**src/prefetch_macros.svh**
```systemverilog
////////////////////////////////////////////////////////////////////////////
// address, line and stride table widths shared by the prefetch unit
////////////////////////////////////////////////////////////////////////////
`ifndef PREFETCH_MACROS_SVH
`define PREFETCH_MACROS_SVH

// byte address width
`define PREF_ADDR_W 32

// 32-byte lines
`define PREF_LINE_OFS 5
`define PREF_LINE_W (`PREF_ADDR_W - `PREF_LINE_OFS)

// stride table index from pc bits above the word offset
`define PREF_IDX_W 4

// pc tag from the pc bits above the index
`define PREF_TAG_W (`PREF_ADDR_W - `PREF_IDX_W - 2)

// signed stride in lines
`define PREF_STRIDE_W 12

`endif

```
**src/pref_bus_pkg.sv**
```systemverilog
////////////////////////////////////////////////////////////////////////////
// L2 prefetch port types for line number, request kind and issue FSM states
////////////////////////////////////////////////////////////////////////////
`include "prefetch_macros.svh"

package pref_bus_pkg;

    typedef logic [`PREF_LINE_W-1:0] line_t;

    // same encoding as the l2 type wire
    typedef enum logic {
        KIND_INST = 1'b0,
        KIND_DATA = 1'b1
    } pref_kind_e;

    typedef enum logic [1:0] {
        ISSUE_IDLE = 2'd0,
        ISSUE_REQ  = 2'd1,
        ISSUE_WAIT = 2'd2
    } issue_state_e;

    // line number back to a line-aligned byte address
    function automatic logic [`PREF_ADDR_W-1:0] line_to_addr(line_t line);
        return {line, {`PREF_LINE_OFS{1'b0}}};
    endfunction

endpackage

```
**src/pref_table_pkg.sv**
```systemverilog
////////////////////////////////////////////////////////////////////////////
// stride table entry and confidence states
////////////////////////////////////////////////////////////////////////////
`include "prefetch_macros.svh"

package pref_table_pkg;

    typedef enum logic [1:0] {
        CONF_NONE   = 2'd0,
        CONF_WEAK   = 2'd1,
        CONF_STEADY = 2'd2,
        CONF_STRONG = 2'd3
    } conf_e;

    typedef struct packed {
        logic                             valid;
        logic [`PREF_TAG_W-1:0]           tag;
        pref_bus_pkg::line_t              last_line;
        logic signed [`PREF_STRIDE_W-1:0] stride;
        conf_e                            conf;
    } stride_entry_t;

endpackage

```
**src/pref_req_if.sv**
```systemverilog
////////////////////////////////////////////////////////////////////////////
// pending prefetch from one predictor to the issue arbiter
////////////////////////////////////////////////////////////////////////////
`timescale 1ns/10ps

interface pref_req_if;
    import pref_bus_pkg::*;

    logic       valid;
    logic       ready;
    line_t      line;
    pref_kind_e kind;

    // transfer on an edge with valid and ready both high
    modport source (
        output valid, line, kind,
        input  ready
    );

    modport sink (
        input  valid, line, kind,
        output ready
    );

endinterface

```
**src/next_line_pred.sv**
```systemverilog
////////////////////////////////////////////////////////////////////////////
// next-line instruction predictor with duplicate filter and pending slot
////////////////////////////////////////////////////////////////////////////
`timescale 1ns/10ps
`include "prefetch_macros.svh"

module next_line_pred (
    input  logic                    clk,
    input  logic                    rstn,
    input  logic [`PREF_ADDR_W-1:0] fetch_addr,
    input  logic                    fetch_valid,
    pref_req_if.source              req
);
    import pref_bus_pkg::*;

    line_t fetch_line;
    line_t last_line;
    logic  last_vld;
    logic  new_line;

    assign fetch_line = fetch_addr[`PREF_ADDR_W-1:`PREF_LINE_OFS];

    // repeated fetches in one line are filtered
    assign new_line = fetch_valid && (!last_vld || fetch_line != last_line);

    assign req.kind = KIND_INST;

    always_ff @(posedge clk) begin
        if (!rstn) begin
            last_vld  <= 1'b0;
            req.valid <= 1'b0;
        end else begin
            if (new_line) begin
                last_vld  <= 1'b1;
                last_line <= fetch_line;
            end
            // newest prediction overwrites the waiting one
            if (new_line) begin
                req.valid <= 1'b1;
                req.line  <= fetch_line + line_t'(1);
            end else if (req.ready) begin
                req.valid <= 1'b0;
            end
        end
    end

    // a waiting line is only replaced by a newer prediction
    a_pending_stable: assert property (
        @(posedge clk) disable iff (!rstn)
        req.valid && !req.ready && !new_line
        |=> req.valid && $stable(req.line) && $stable(req.kind)
    );

endmodule

```
**src/stride_pred.sv**
```systemverilog
////////////////////////////////////////////////////////////////////////////
// pc-indexed stride predictor with a sixteen-entry confidence table
// and one pending prefetch slot
////////////////////////////////////////////////////////////////////////////
`timescale 1ns/10ps
`include "prefetch_macros.svh"

module stride_pred (
    input  logic                    clk,
    input  logic                    rstn,
    input  logic [`PREF_ADDR_W-1:0] dc_addr,
    input  logic [`PREF_ADDR_W-1:0] dc_pc,
    input  logic                    dc_valid,
    pref_req_if.source              req
);
    import pref_bus_pkg::*;
    import pref_table_pkg::*;

    localparam int ENTRIES = 1 << `PREF_IDX_W;

    stride_entry_t                    tbl [ENTRIES];
    stride_entry_t                    cur;
    stride_entry_t                    upd;
    logic [`PREF_IDX_W-1:0]           idx;
    logic [`PREF_TAG_W-1:0]           tag;
    line_t                            acc_line;
    line_t                            delta;
    line_t                            pred_line;
    logic signed [`PREF_STRIDE_W-1:0] delta_s;
    logic                             delta_fits;
    logic                             hit;
    logic                             match;
    logic                             post;

    assign idx      = dc_pc[`PREF_IDX_W+1:2];
    assign tag      = dc_pc[`PREF_ADDR_W-1:`PREF_IDX_W+2];
    assign acc_line = dc_addr[`PREF_ADDR_W-1:`PREF_LINE_OFS];

    assign cur = tbl[idx];
    assign hit = cur.valid && (cur.tag == tag);

    // line delta wrapped to line width and checked for 12-bit range
    assign delta      = acc_line - cur.last_line;
    assign delta_fits = (&delta[`PREF_LINE_W-1:`PREF_STRIDE_W-1]) ||
                        !(|delta[`PREF_LINE_W-1:`PREF_STRIDE_W-1]);
    assign delta_s    = delta_fits ? delta[`PREF_STRIDE_W-1:0] : '0;

    assign match = hit && (cur.stride != '0) && (delta_s == cur.stride);

    always_comb begin
        upd           = cur;
        upd.valid     = 1'b1;
        upd.tag       = tag;
        upd.last_line = acc_line;
        if (!hit) begin
            upd.stride = '0;
            upd.conf   = CONF_NONE;
        end else if (match) begin
            case (cur.conf)
                CONF_NONE: upd.conf = CONF_WEAK;
                CONF_WEAK: upd.conf = CONF_STEADY;
                default:   upd.conf = CONF_STRONG;
            endcase
        end else begin
            upd.stride = delta_s;
            // first stride after allocation counts as one sighting
            if (cur.stride == '0 && delta_s != '0) begin
                upd.conf = CONF_WEAK;
            end else begin
                upd.conf = CONF_NONE;
            end
        end
    end

    assign post = dc_valid && (upd.conf >= CONF_STEADY);

    // access line plus sign-extended stride
    assign pred_line = acc_line +
        {{(`PREF_LINE_W-`PREF_STRIDE_W){upd.stride[`PREF_STRIDE_W-1]}}, upd.stride};

    assign req.kind = KIND_DATA;

    always_ff @(posedge clk) begin
        if (!rstn) begin
            for (int i = 0; i < ENTRIES; i++) begin
                tbl[i].valid <= 1'b0;
            end
            req.valid <= 1'b0;
        end else begin
            if (dc_valid) begin
                tbl[idx] <= upd;
            end
            if (post) begin
                req.valid <= 1'b1;
                req.line  <= pred_line;
            end else if (req.ready) begin
                req.valid <= 1'b0;
            end
        end
    end

    // waiting line survives back-pressure until a newer prediction
    a_pending_stable: assert property (
        @(posedge clk) disable iff (!rstn)
        req.valid && !req.ready && !post
        |=> req.valid && $stable(req.line) && $stable(req.kind)
    );

endmodule

```
**src/pref_issue_arbiter.sv**
```systemverilog
////////////////////////////////////////////////////////////////////////////
// fixed-priority arbiter, L2 prefetch issue FSM and statistics counters
////////////////////////////////////////////////////////////////////////////
`timescale 1ns/10ps
`include "prefetch_macros.svh"

module pref_issue_arbiter (
    input  logic                    clk,
    input  logic                    rstn,
    pref_req_if.sink                inst_req,
    pref_req_if.sink                data_req,
    output logic                    l2_req,
    output logic                    l2_type,
    output logic [`PREF_ADDR_W-1:0] l2_addr,
    input  logic                    l2_addr_ok,
    input  logic                    l2_complete,
    input  logic                    l2_hit,
    output logic [31:0]             stat_issued,
    output logic [31:0]             stat_hit
);
    import pref_bus_pkg::*;

    issue_state_e state;
    issue_state_e state_nxt;
    line_t        line_q;
    pref_kind_e   kind_q;
    logic         idle;
    logic         grant_inst;
    logic         grant_data;

    assign idle = (state == ISSUE_IDLE);

    // instruction side wins when both are pending
    assign grant_inst = idle && inst_req.valid;
    assign grant_data = idle && data_req.valid && !inst_req.valid;

    assign inst_req.ready = idle && !grant_data;
    assign data_req.ready = grant_data;

    always_comb begin
        case (state)
            ISSUE_IDLE: begin
                state_nxt = (grant_inst || grant_data) ? ISSUE_REQ : ISSUE_IDLE;
            end
            ISSUE_REQ: begin
                if (l2_addr_ok) begin
                    state_nxt = l2_complete ? ISSUE_IDLE : ISSUE_WAIT;
                end else begin
                    state_nxt = ISSUE_REQ;
                end
            end
            ISSUE_WAIT: begin
                state_nxt = l2_complete ? ISSUE_IDLE : ISSUE_WAIT;
            end
            default: state_nxt = ISSUE_IDLE;
        endcase
    end

    always_ff @(posedge clk) begin
        if (!rstn) begin
            state <= ISSUE_IDLE;
        end else begin
            state <= state_nxt;
        end
    end

    // capture the granted line
    always_ff @(posedge clk) begin
        if (grant_inst) begin
            line_q <= inst_req.line;
            kind_q <= inst_req.kind;
        end else if (grant_data) begin
            line_q <= data_req.line;
            kind_q <= data_req.kind;
        end
    end

    assign l2_req  = !idle;
    assign l2_type = kind_q;
    assign l2_addr = line_to_addr(line_q);

    always_ff @(posedge clk) begin
        if (!rstn) begin
            stat_issued <= '0;
            stat_hit    <= '0;
        end else if (l2_req && l2_complete) begin
            stat_issued <= stat_issued + 32'd1;
            if (l2_hit) begin
                stat_hit <= stat_hit + 32'd1;
            end
        end
    end

    a_req_held: assert property (
        @(posedge clk) disable iff (!rstn)
        l2_req && !l2_complete |=> l2_req
    );

    a_addr_stable: assert property (
        @(posedge clk) disable iff (!rstn)
        l2_req && !l2_complete |=> $stable(l2_addr) && $stable(l2_type)
    );

    a_one_ready: assert property (
        @(posedge clk) disable iff (!rstn)
        !(inst_req.ready && data_req.ready)
    );

endmodule

```
**src/prefetch_top.sv**
```systemverilog
////////////////////////////////////////////////////////////////////////////
// prefetch unit top with next-line and stride predictors sharing one
// L2 prefetch port through the issue arbiter
////////////////////////////////////////////////////////////////////////////
`timescale 1ns/10ps
`include "prefetch_macros.svh"

module prefetch_top (
    input  logic                    clk,
    input  logic                    rstn,
    // instruction fetch side
    input  logic [`PREF_ADDR_W-1:0] fetch_addr,
    input  logic                    fetch_valid,
    // data cache accesses
    input  logic [`PREF_ADDR_W-1:0] dc_addr,
    input  logic [`PREF_ADDR_W-1:0] dc_pc,
    input  logic                    dc_valid,
    // L2 prefetch port
    output logic                    l2_req,
    output logic                    l2_type,
    output logic [`PREF_ADDR_W-1:0] l2_addr,
    input  logic                    l2_addr_ok,
    input  logic                    l2_complete,
    input  logic                    l2_hit,
    output logic [31:0]             stat_issued,
    output logic [31:0]             stat_hit
);

    pref_req_if inst_if ();
    pref_req_if data_if ();

    next_line_pred u_next_line_pred (
        .clk         (clk),
        .rstn        (rstn),
        .fetch_addr  (fetch_addr),
        .fetch_valid (fetch_valid),
        .req         (inst_if.source)
    );

    stride_pred u_stride_pred (
        .clk      (clk),
        .rstn     (rstn),
        .dc_addr  (dc_addr),
        .dc_pc    (dc_pc),
        .dc_valid (dc_valid),
        .req      (data_if.source)
    );

    pref_issue_arbiter u_pref_issue_arbiter (
        .clk         (clk),
        .rstn        (rstn),
        .inst_req    (inst_if.sink),
        .data_req    (data_if.sink),
        .l2_req      (l2_req),
        .l2_type     (l2_type),
        .l2_addr     (l2_addr),
        .l2_addr_ok  (l2_addr_ok),
        .l2_complete (l2_complete),
        .l2_hit      (l2_hit),
        .stat_issued (stat_issued),
        .stat_hit    (stat_hit)
    );

endmodule

```
**config.mk**
```make
export PLATFORM = sky130hd
export DESIGN_NAME = prefetch_top
export DESIGN_NICKNAME = d
export VERILOG_FILES = /design/src/pref_bus_pkg.sv /design/src/pref_table_pkg.sv /design/src/pref_req_if.sv /design/src/next_line_pred.sv /design/src/stride_pred.sv /design/src/pref_issue_arbiter.sv /design/src/prefetch_top.sv
export VERILOG_INCLUDE_DIRS = /design/src
export SDC_FILE = /design/constraint.sdc
export NUM_CORES = 2
export LEC_CHECK = 0
export ABC_AREA = 1
export BUFFER_PORTS_ARGS = -buffer_cell sky130_fd_sc_hd__buf_4
export CAP_MARGIN = 5
export CORE_ASPECT_RATIO = 0.6
export CORE_UTILIZATION = 55
export CTS_CLUSTER_DIAMETER = 30
export DETAILED_ROUTE_END_ITERATION = 16
export PLACE_DENSITY = 0.76
export SLEW_MARGIN = 10
export SYNTH_ARGS = -nofsm -noshare
export SYNTH_HDL_FRONTEND = slang
export SYNTH_SLANG_ARGS = --single-unit
```
**constraint.sdc**
```tcl
create_clock -name clk -period 9.3 [get_ports clk]
set_input_delay 0.93 -clock clk [delete_from_list [all_inputs] [get_ports clk]]
set_output_delay 0.93 -clock clk [all_outputs]
set_load 0.005 [all_outputs]
```
Yosys cells after proc, flatten, opt, wreduce, memory -nomap -nowiden
Memories as Yosys holds them, arrays and structs flattened.
Index checks and enable logic that the tools add are counted.
Cells by class
  reductions and logical operators: 33
  add/sub/neg operators: 5
  order comparisons: 1
  $mul: 0
  shift-type cells: 0
  div/mod/pow operators: 0
  mux-type cells: 23
  bitwise logic cells: 0
  eq/ne operators: 6
Operator list (count)
  $mux W68: 1
  $reduce_or A68 Y1: 1
  $add A32 B1 Y32 const B: 2
  $mux W27: 2
  $add A27 B1 Y27 const B: 1
  $add A27 B27 Y27: 1
  $ne A27 B27 Y1: 1
  $sub A27 B27 Y27: 1
  $eq A26 B26 Y1: 1
  $mux W12: 2
  $reduce_bool A12 Y1: 2
  $reduce_and A16 Y1: 1
  $reduce_or A16 Y1: 1
  $mux W14: 1
  $eq A12 B12 Y1: 1
  $logic_not A12 Y1: 1
  $logic_and A1 B1 Y1: 11
  $mux W1: 10
  $mux W2: 4
  $pmux W2 S3: 1
  $reduce_and A2 Y1: 3
  $reduce_bool A2 Y1: 3
  $logic_not A1 Y1: 5
  $eq A2 B1 Y1 const B: 2
  6 further kinds: 9
Word-level totals
  logic and storage cells: 80
  bits in registers: 178
  output and inout port bits: 98
  input port bits: 103
  memories kept: 1
  bits in read-only memories: 0
  memory bits (writable): 1088
  bits in latches: 0
Memory list
  u_stride_pred.tbl: depth 16, width 68, rd ports 1, clocked after memory_dff 0, write ports 16, RTL line stride_pred.sv:21  | stride_entry_t tbl [ENTRIES];

Longest topological paths before layout
An unclocked memory read counts as a cell.
  depth in word-level cells: 14
  depth in mapped cells: 62
  mapped depth without buffers: 54

Hierarchy
Synthesis repeated with hierarchy kept, for this count alone.
Unflattened totals
  cells, all modules: 4561
  area total of the unflattened synthesis: 53508.8 um2
By module, submodules not included
  stride_pred: seq. area each 33342.0 um2, times used 1, area an instance 45905.3 um2, cells each 3649
  pref_issue_arbiter: seq. area each 2162.1 um2, times used 1, area an instance 4802.1 um2, cells each 618
  next_line_pred: seq. area each 1661.6 um2, times used 1, area an instance 2801.4 um2, cells each 294

Worst setup path after synthesis
No wires, ideal clock.
  path kind: input port to flip-flop
  start point: input port dc_pc[2]
  end point: register u_stride_pred.req.line[23] (data pin)
  data arrival time: 8042 ps
  required time: 9035 ps
  setup slack: 993 ps
  path buffers: 9
  setup time: 265 ps
  stages on the path: 50
  path through: buf_4 -> nor2_1 -> buf_4 -> buf_2 -> buf_2 -> buf_1 -> clkbuf_1 -> clkbuf_1 -> a22oi_1 -> a21oi_1 -> nor4_1 -> ha_1 -> or2_2 -> and2_1 -> nand3b_1 -> nand3_1 -> nand2_1 -> nand2_1 -> [14 not listed] -> nand2_1 -> nand2_1 -> nor2_1 -> ha_1 -> a21oi_1 -> nand2_1 -> a21oi_1 -> o21ai_0 -> nand2_1 -> nand2_1 -> a21o_1 -> nand2_1 -> nand2_1 -> a21oi_1 -> o21bai_1 -> a21oi_1 -> o21ai_0 -> xor2_1
RTL lines
  from (decl): RTL line prefetch_top.sv:16  | input logic [`PREF_ADDR_W-1:0] dc_pc,
  to (signal assigned): RTL line stride_pred.sv:95  | req.line <= pred_line;
  to (decl): RTL line pref_req_if.sv:16  | output valid, line, kind,

==> reports/results.ini <==
[logic_synthesis]
syn_area_um2=52420
yosys.area.top_type=edfxtp_1
synth-edff-count=1180
ys_seq_area_share_pct=70.88
ys.flop_type=edfxtp_1
synth_common_cells=1189 x nand2_1, 1180 x edfxtp_1, 363 x a22oi_1
synth_cells=4340
yosys.cell_types.count=51
async_reset_ff_share_pct=0
synth.most_common_cell=nand2_1
synth_top_area_share_pct=67.59
ys.warnings.count=0
yosys-top-cells-area=edfxtp_1 68%, nand2_1 8.5%, a22oi_1 5.2%
syn_area_per_cell_um2=12.08
ys_ff_latch=1266

[placement]
dpl_cell_area_um2=55670
place_congestion=1.003
dpl.hpwl_mm=82.35
placed_cells=5710
io_buffers=183

[setup_path]
crit_path_start_kind=input pin
cp-end-kind=register
crit_arrival_ns=8.87
max_stage_delay_ns=0.60
worst-setup-path-type=input pin to register
cp_common_cell=nand2_1
ff2ff_path_depth=45
slowest_stage=or4_1
cp_max_fo=46
rrSetupSlack_ns=1.60
crit_required_ns=9.81

[status]
outcome=completed

[cts]
cts_sinks=1266
tritoncts=yes
ctsHtreeMaxLevel=4
cts_hold_buf=0
cts_resized=0
clock_latency_ns=0.79
cts_buffers=147
cts_root_buffer=clkbuf_16
clockBufferDepth=3
cts_setup_buffers=0
cts.reportedPaths.clkPinSlew_ns=0.05

[route]
wl_mm=142.3
via_per_inst=6.093
drtIter0Drc=4988
firstDrtPassIters=6
antenna_left=0
vias=36470
drc=0
wl_per_cell_um=23.77

[pwr]
p_sw_mw=3.163
power.density_nw_per_um2=217.0
p_seq_share_pct=47.7
switching_share_pct=23.95
cellInternalPower_mw=10.04
p_leak_nw=22.64
clkPwrFrac_pct=45.4
vdd_drop_max_mv=0.1911
comb_power_share_pct=6.9

[finish]
nNetsFinal=4776
instances_no_fill=5985
fin_area_um2=60850
drive_gt1_share_pct=12.54
area_delta_synth_final_pct=16.08

[timing]
finalHoldViolations=0
max_freq_mhz=119.6
min_period_ns=8.360
slew_headroom_pct=17.69
finalSetupViolCount=0
min_period_over_period_pct=89.89
finalSetupTns_ns=0
rsz0062_at_grt=no
worstMarginPinSlew_ns=1.232
slew_violations=0
skew_ns=0.04034

[floorplan]
die_y_um=241.1
num_io_pins=201
die_area_um2=96590
fp.dieW_um=400.6
num_rows=87
initial_core_util_pct=55.67
coreArea_um2=94160

[job]
cap_violations=0

[global_routing]
grt-ovfl-total=0
grt_pass1_vias=33670
grt_util_all_layers_pct=29.26
antenna_found_initial=3
grt_max_degree=75
grt_pass1_wl_mm=210.0

[hold_path]
min_delay_path_depth=2
hold_class=input pin to register

[path summary, 6_finish.rpt]
| check | end | start |
|---|---|---|
| setup / recovery | u_stride_pred.req.line[23] | dc_pc[2] |
| setup reg to reg | u_stride_pred.req.line[23] | u_stride_pred.tbl[4][14] |
| hold / removal | u_pref_issue_arbiter.state[1] | l2_complete |
| hold reg to reg | u_pref_issue_arbiter.stat_issued[31] | u_pref_issue_arbiter.stat_issued[31] |
[logic make-up (layout without fill, tap and decap cells)]
logic type	after synthesis	count (layout)	synth area share, %
XOR/XNOR	85	85	1.420
flip-flops	1266	1266	70.88
other	1	7	0.007153
AO/OA/AOI/OAI	664	664	8.323
adder cells (fa/ha/maj)	59	59	1.437
buffers and inverters	433	826	3.349
AND/OR/NAND/NOR	1832	1832	14.59
[area by class of cell]
| type | count | area [um^2] |
|---|---|---|
| flip-flops and latches | 1266 | 37160 |
| diodes | 2 | 5.005 |
| clock inverters | 108 | 1346 |
| fillers | 6649 | 33310 |
| repair buffers | 291 | 2285 |
| clock buffers | 164 | 3806 |
| multi-input cells | 2645 | 13690 |
| inverters | 263 | 1002 |
| well taps | 1246 | 1559 |
[registers in the layout, summed over array words and instances (netlist names)]
signal                            cells
u_next_line_pred.last_line           27
u_next_line_pred.last_vld             1
u_next_line_pred.req.line            27
u_next_line_pred.req.valid            1
u_pref_issue_arbiter.l2_type          1
u_pref_issue_arbiter.line_q          27
u_pref_issue_arbiter.stat_hit        32
u_pref_issue_arbiter.stat_issued     32
u_pref_issue_arbiter.state            2
u_stride_pred.req.line               27
u_stride_pred.req.valid               1
u_stride_pred.tbl                  1088
[critical path: cells and delay by family]
family                     cells  cell delay (ns)
xor gates and xnor gates       1             0.16
adders and majority gates      3             1.02
and+or+nand+nor               30             4.09
buffers and inverters          4             0.72
AOI/OAI and AO/OA             10             1.93
[power groups by stage]
stage                     sequential, mW  combinational (mW)  clock (mW)
after detailed placement            6.42               0.879           0
after global placement              6.42               0.868           0
after floorplan                     6.43               0.513           0
after global routing                6.31               0.986        6.28
after CTS                           6.30               0.887        6.05
final                               6.30               0.908        6.00
[stage by stage]
step           utilization (%)  setup slack, ns  hold WS [ns]  power (mW)
2_1_floorplan                -           0.9931        0.4254       6.939
3_3_place_gp             59.12           0.5914        0.4355       7.289
3_5_place_dp             59.12           0.4469        0.4498       7.303
4_1_cts                  64.60            1.252        0.2888       13.24
5_1_grt                  64.63           0.4842        0.3302       13.57
6_report                 64.63           0.9401        0.3388       13.21
[cell usage in the layout (no fill, tap or decap), types with 7 or more instances in the layout]
master | synthesis | layout
o21ai_0 | 58 | 58
inv_1 | 256 | 253
clkbuf_16 | 0 | 150
clkbuf_1 | 104 | 14
xor2_1 | 61 | 61
buf_12 | 0 | 8
clkinv_4 | 0 | 19
xnor2_1 | 24 | 24
clkinv_2 | 0 | 10
bufinv_16 | 0 | 16
nor4_1 | 54 | 54
nand3_1 | 103 | 103
nand2_1 | 1189 | 1187
clkinv_1 | 2 | 9
nand4_1 | 120 | 120
buf_4 | 13 | 283
inv_2 | 5 | 8
a22oi_1 | 363 | 363
clkinvlp_4 | 0 | 12
nand3b_1 | 7 | 7
nor3_1 | 50 | 50
o22ai_1 | 21 | 21
nor2_4 | 2 | 22
a21oi_1 | 191 | 190
ha_1 | 57 | 57
edfxtp_1 | 1180 | 1180
inv_6 | 0 | 24
nor2_1 | 278 | 255
nor3b_1 | 9 | 9
dfxtp_1 | 86 | 86
inv_8 | 0 | 8
[routing by layer]
layer / routed length, um / GRT usage (%) / vias up
met5: 13 / 0 / -
met4: 3332 / 9.312 / 2
met3: 18440 / 6.342 / 274
met2: 60540 / 41.49 / 2362
met1: 59960 / 44.95 / 17590
li1: - / - / 16240
Note: power is estimated with default switching activity, not from simulation.
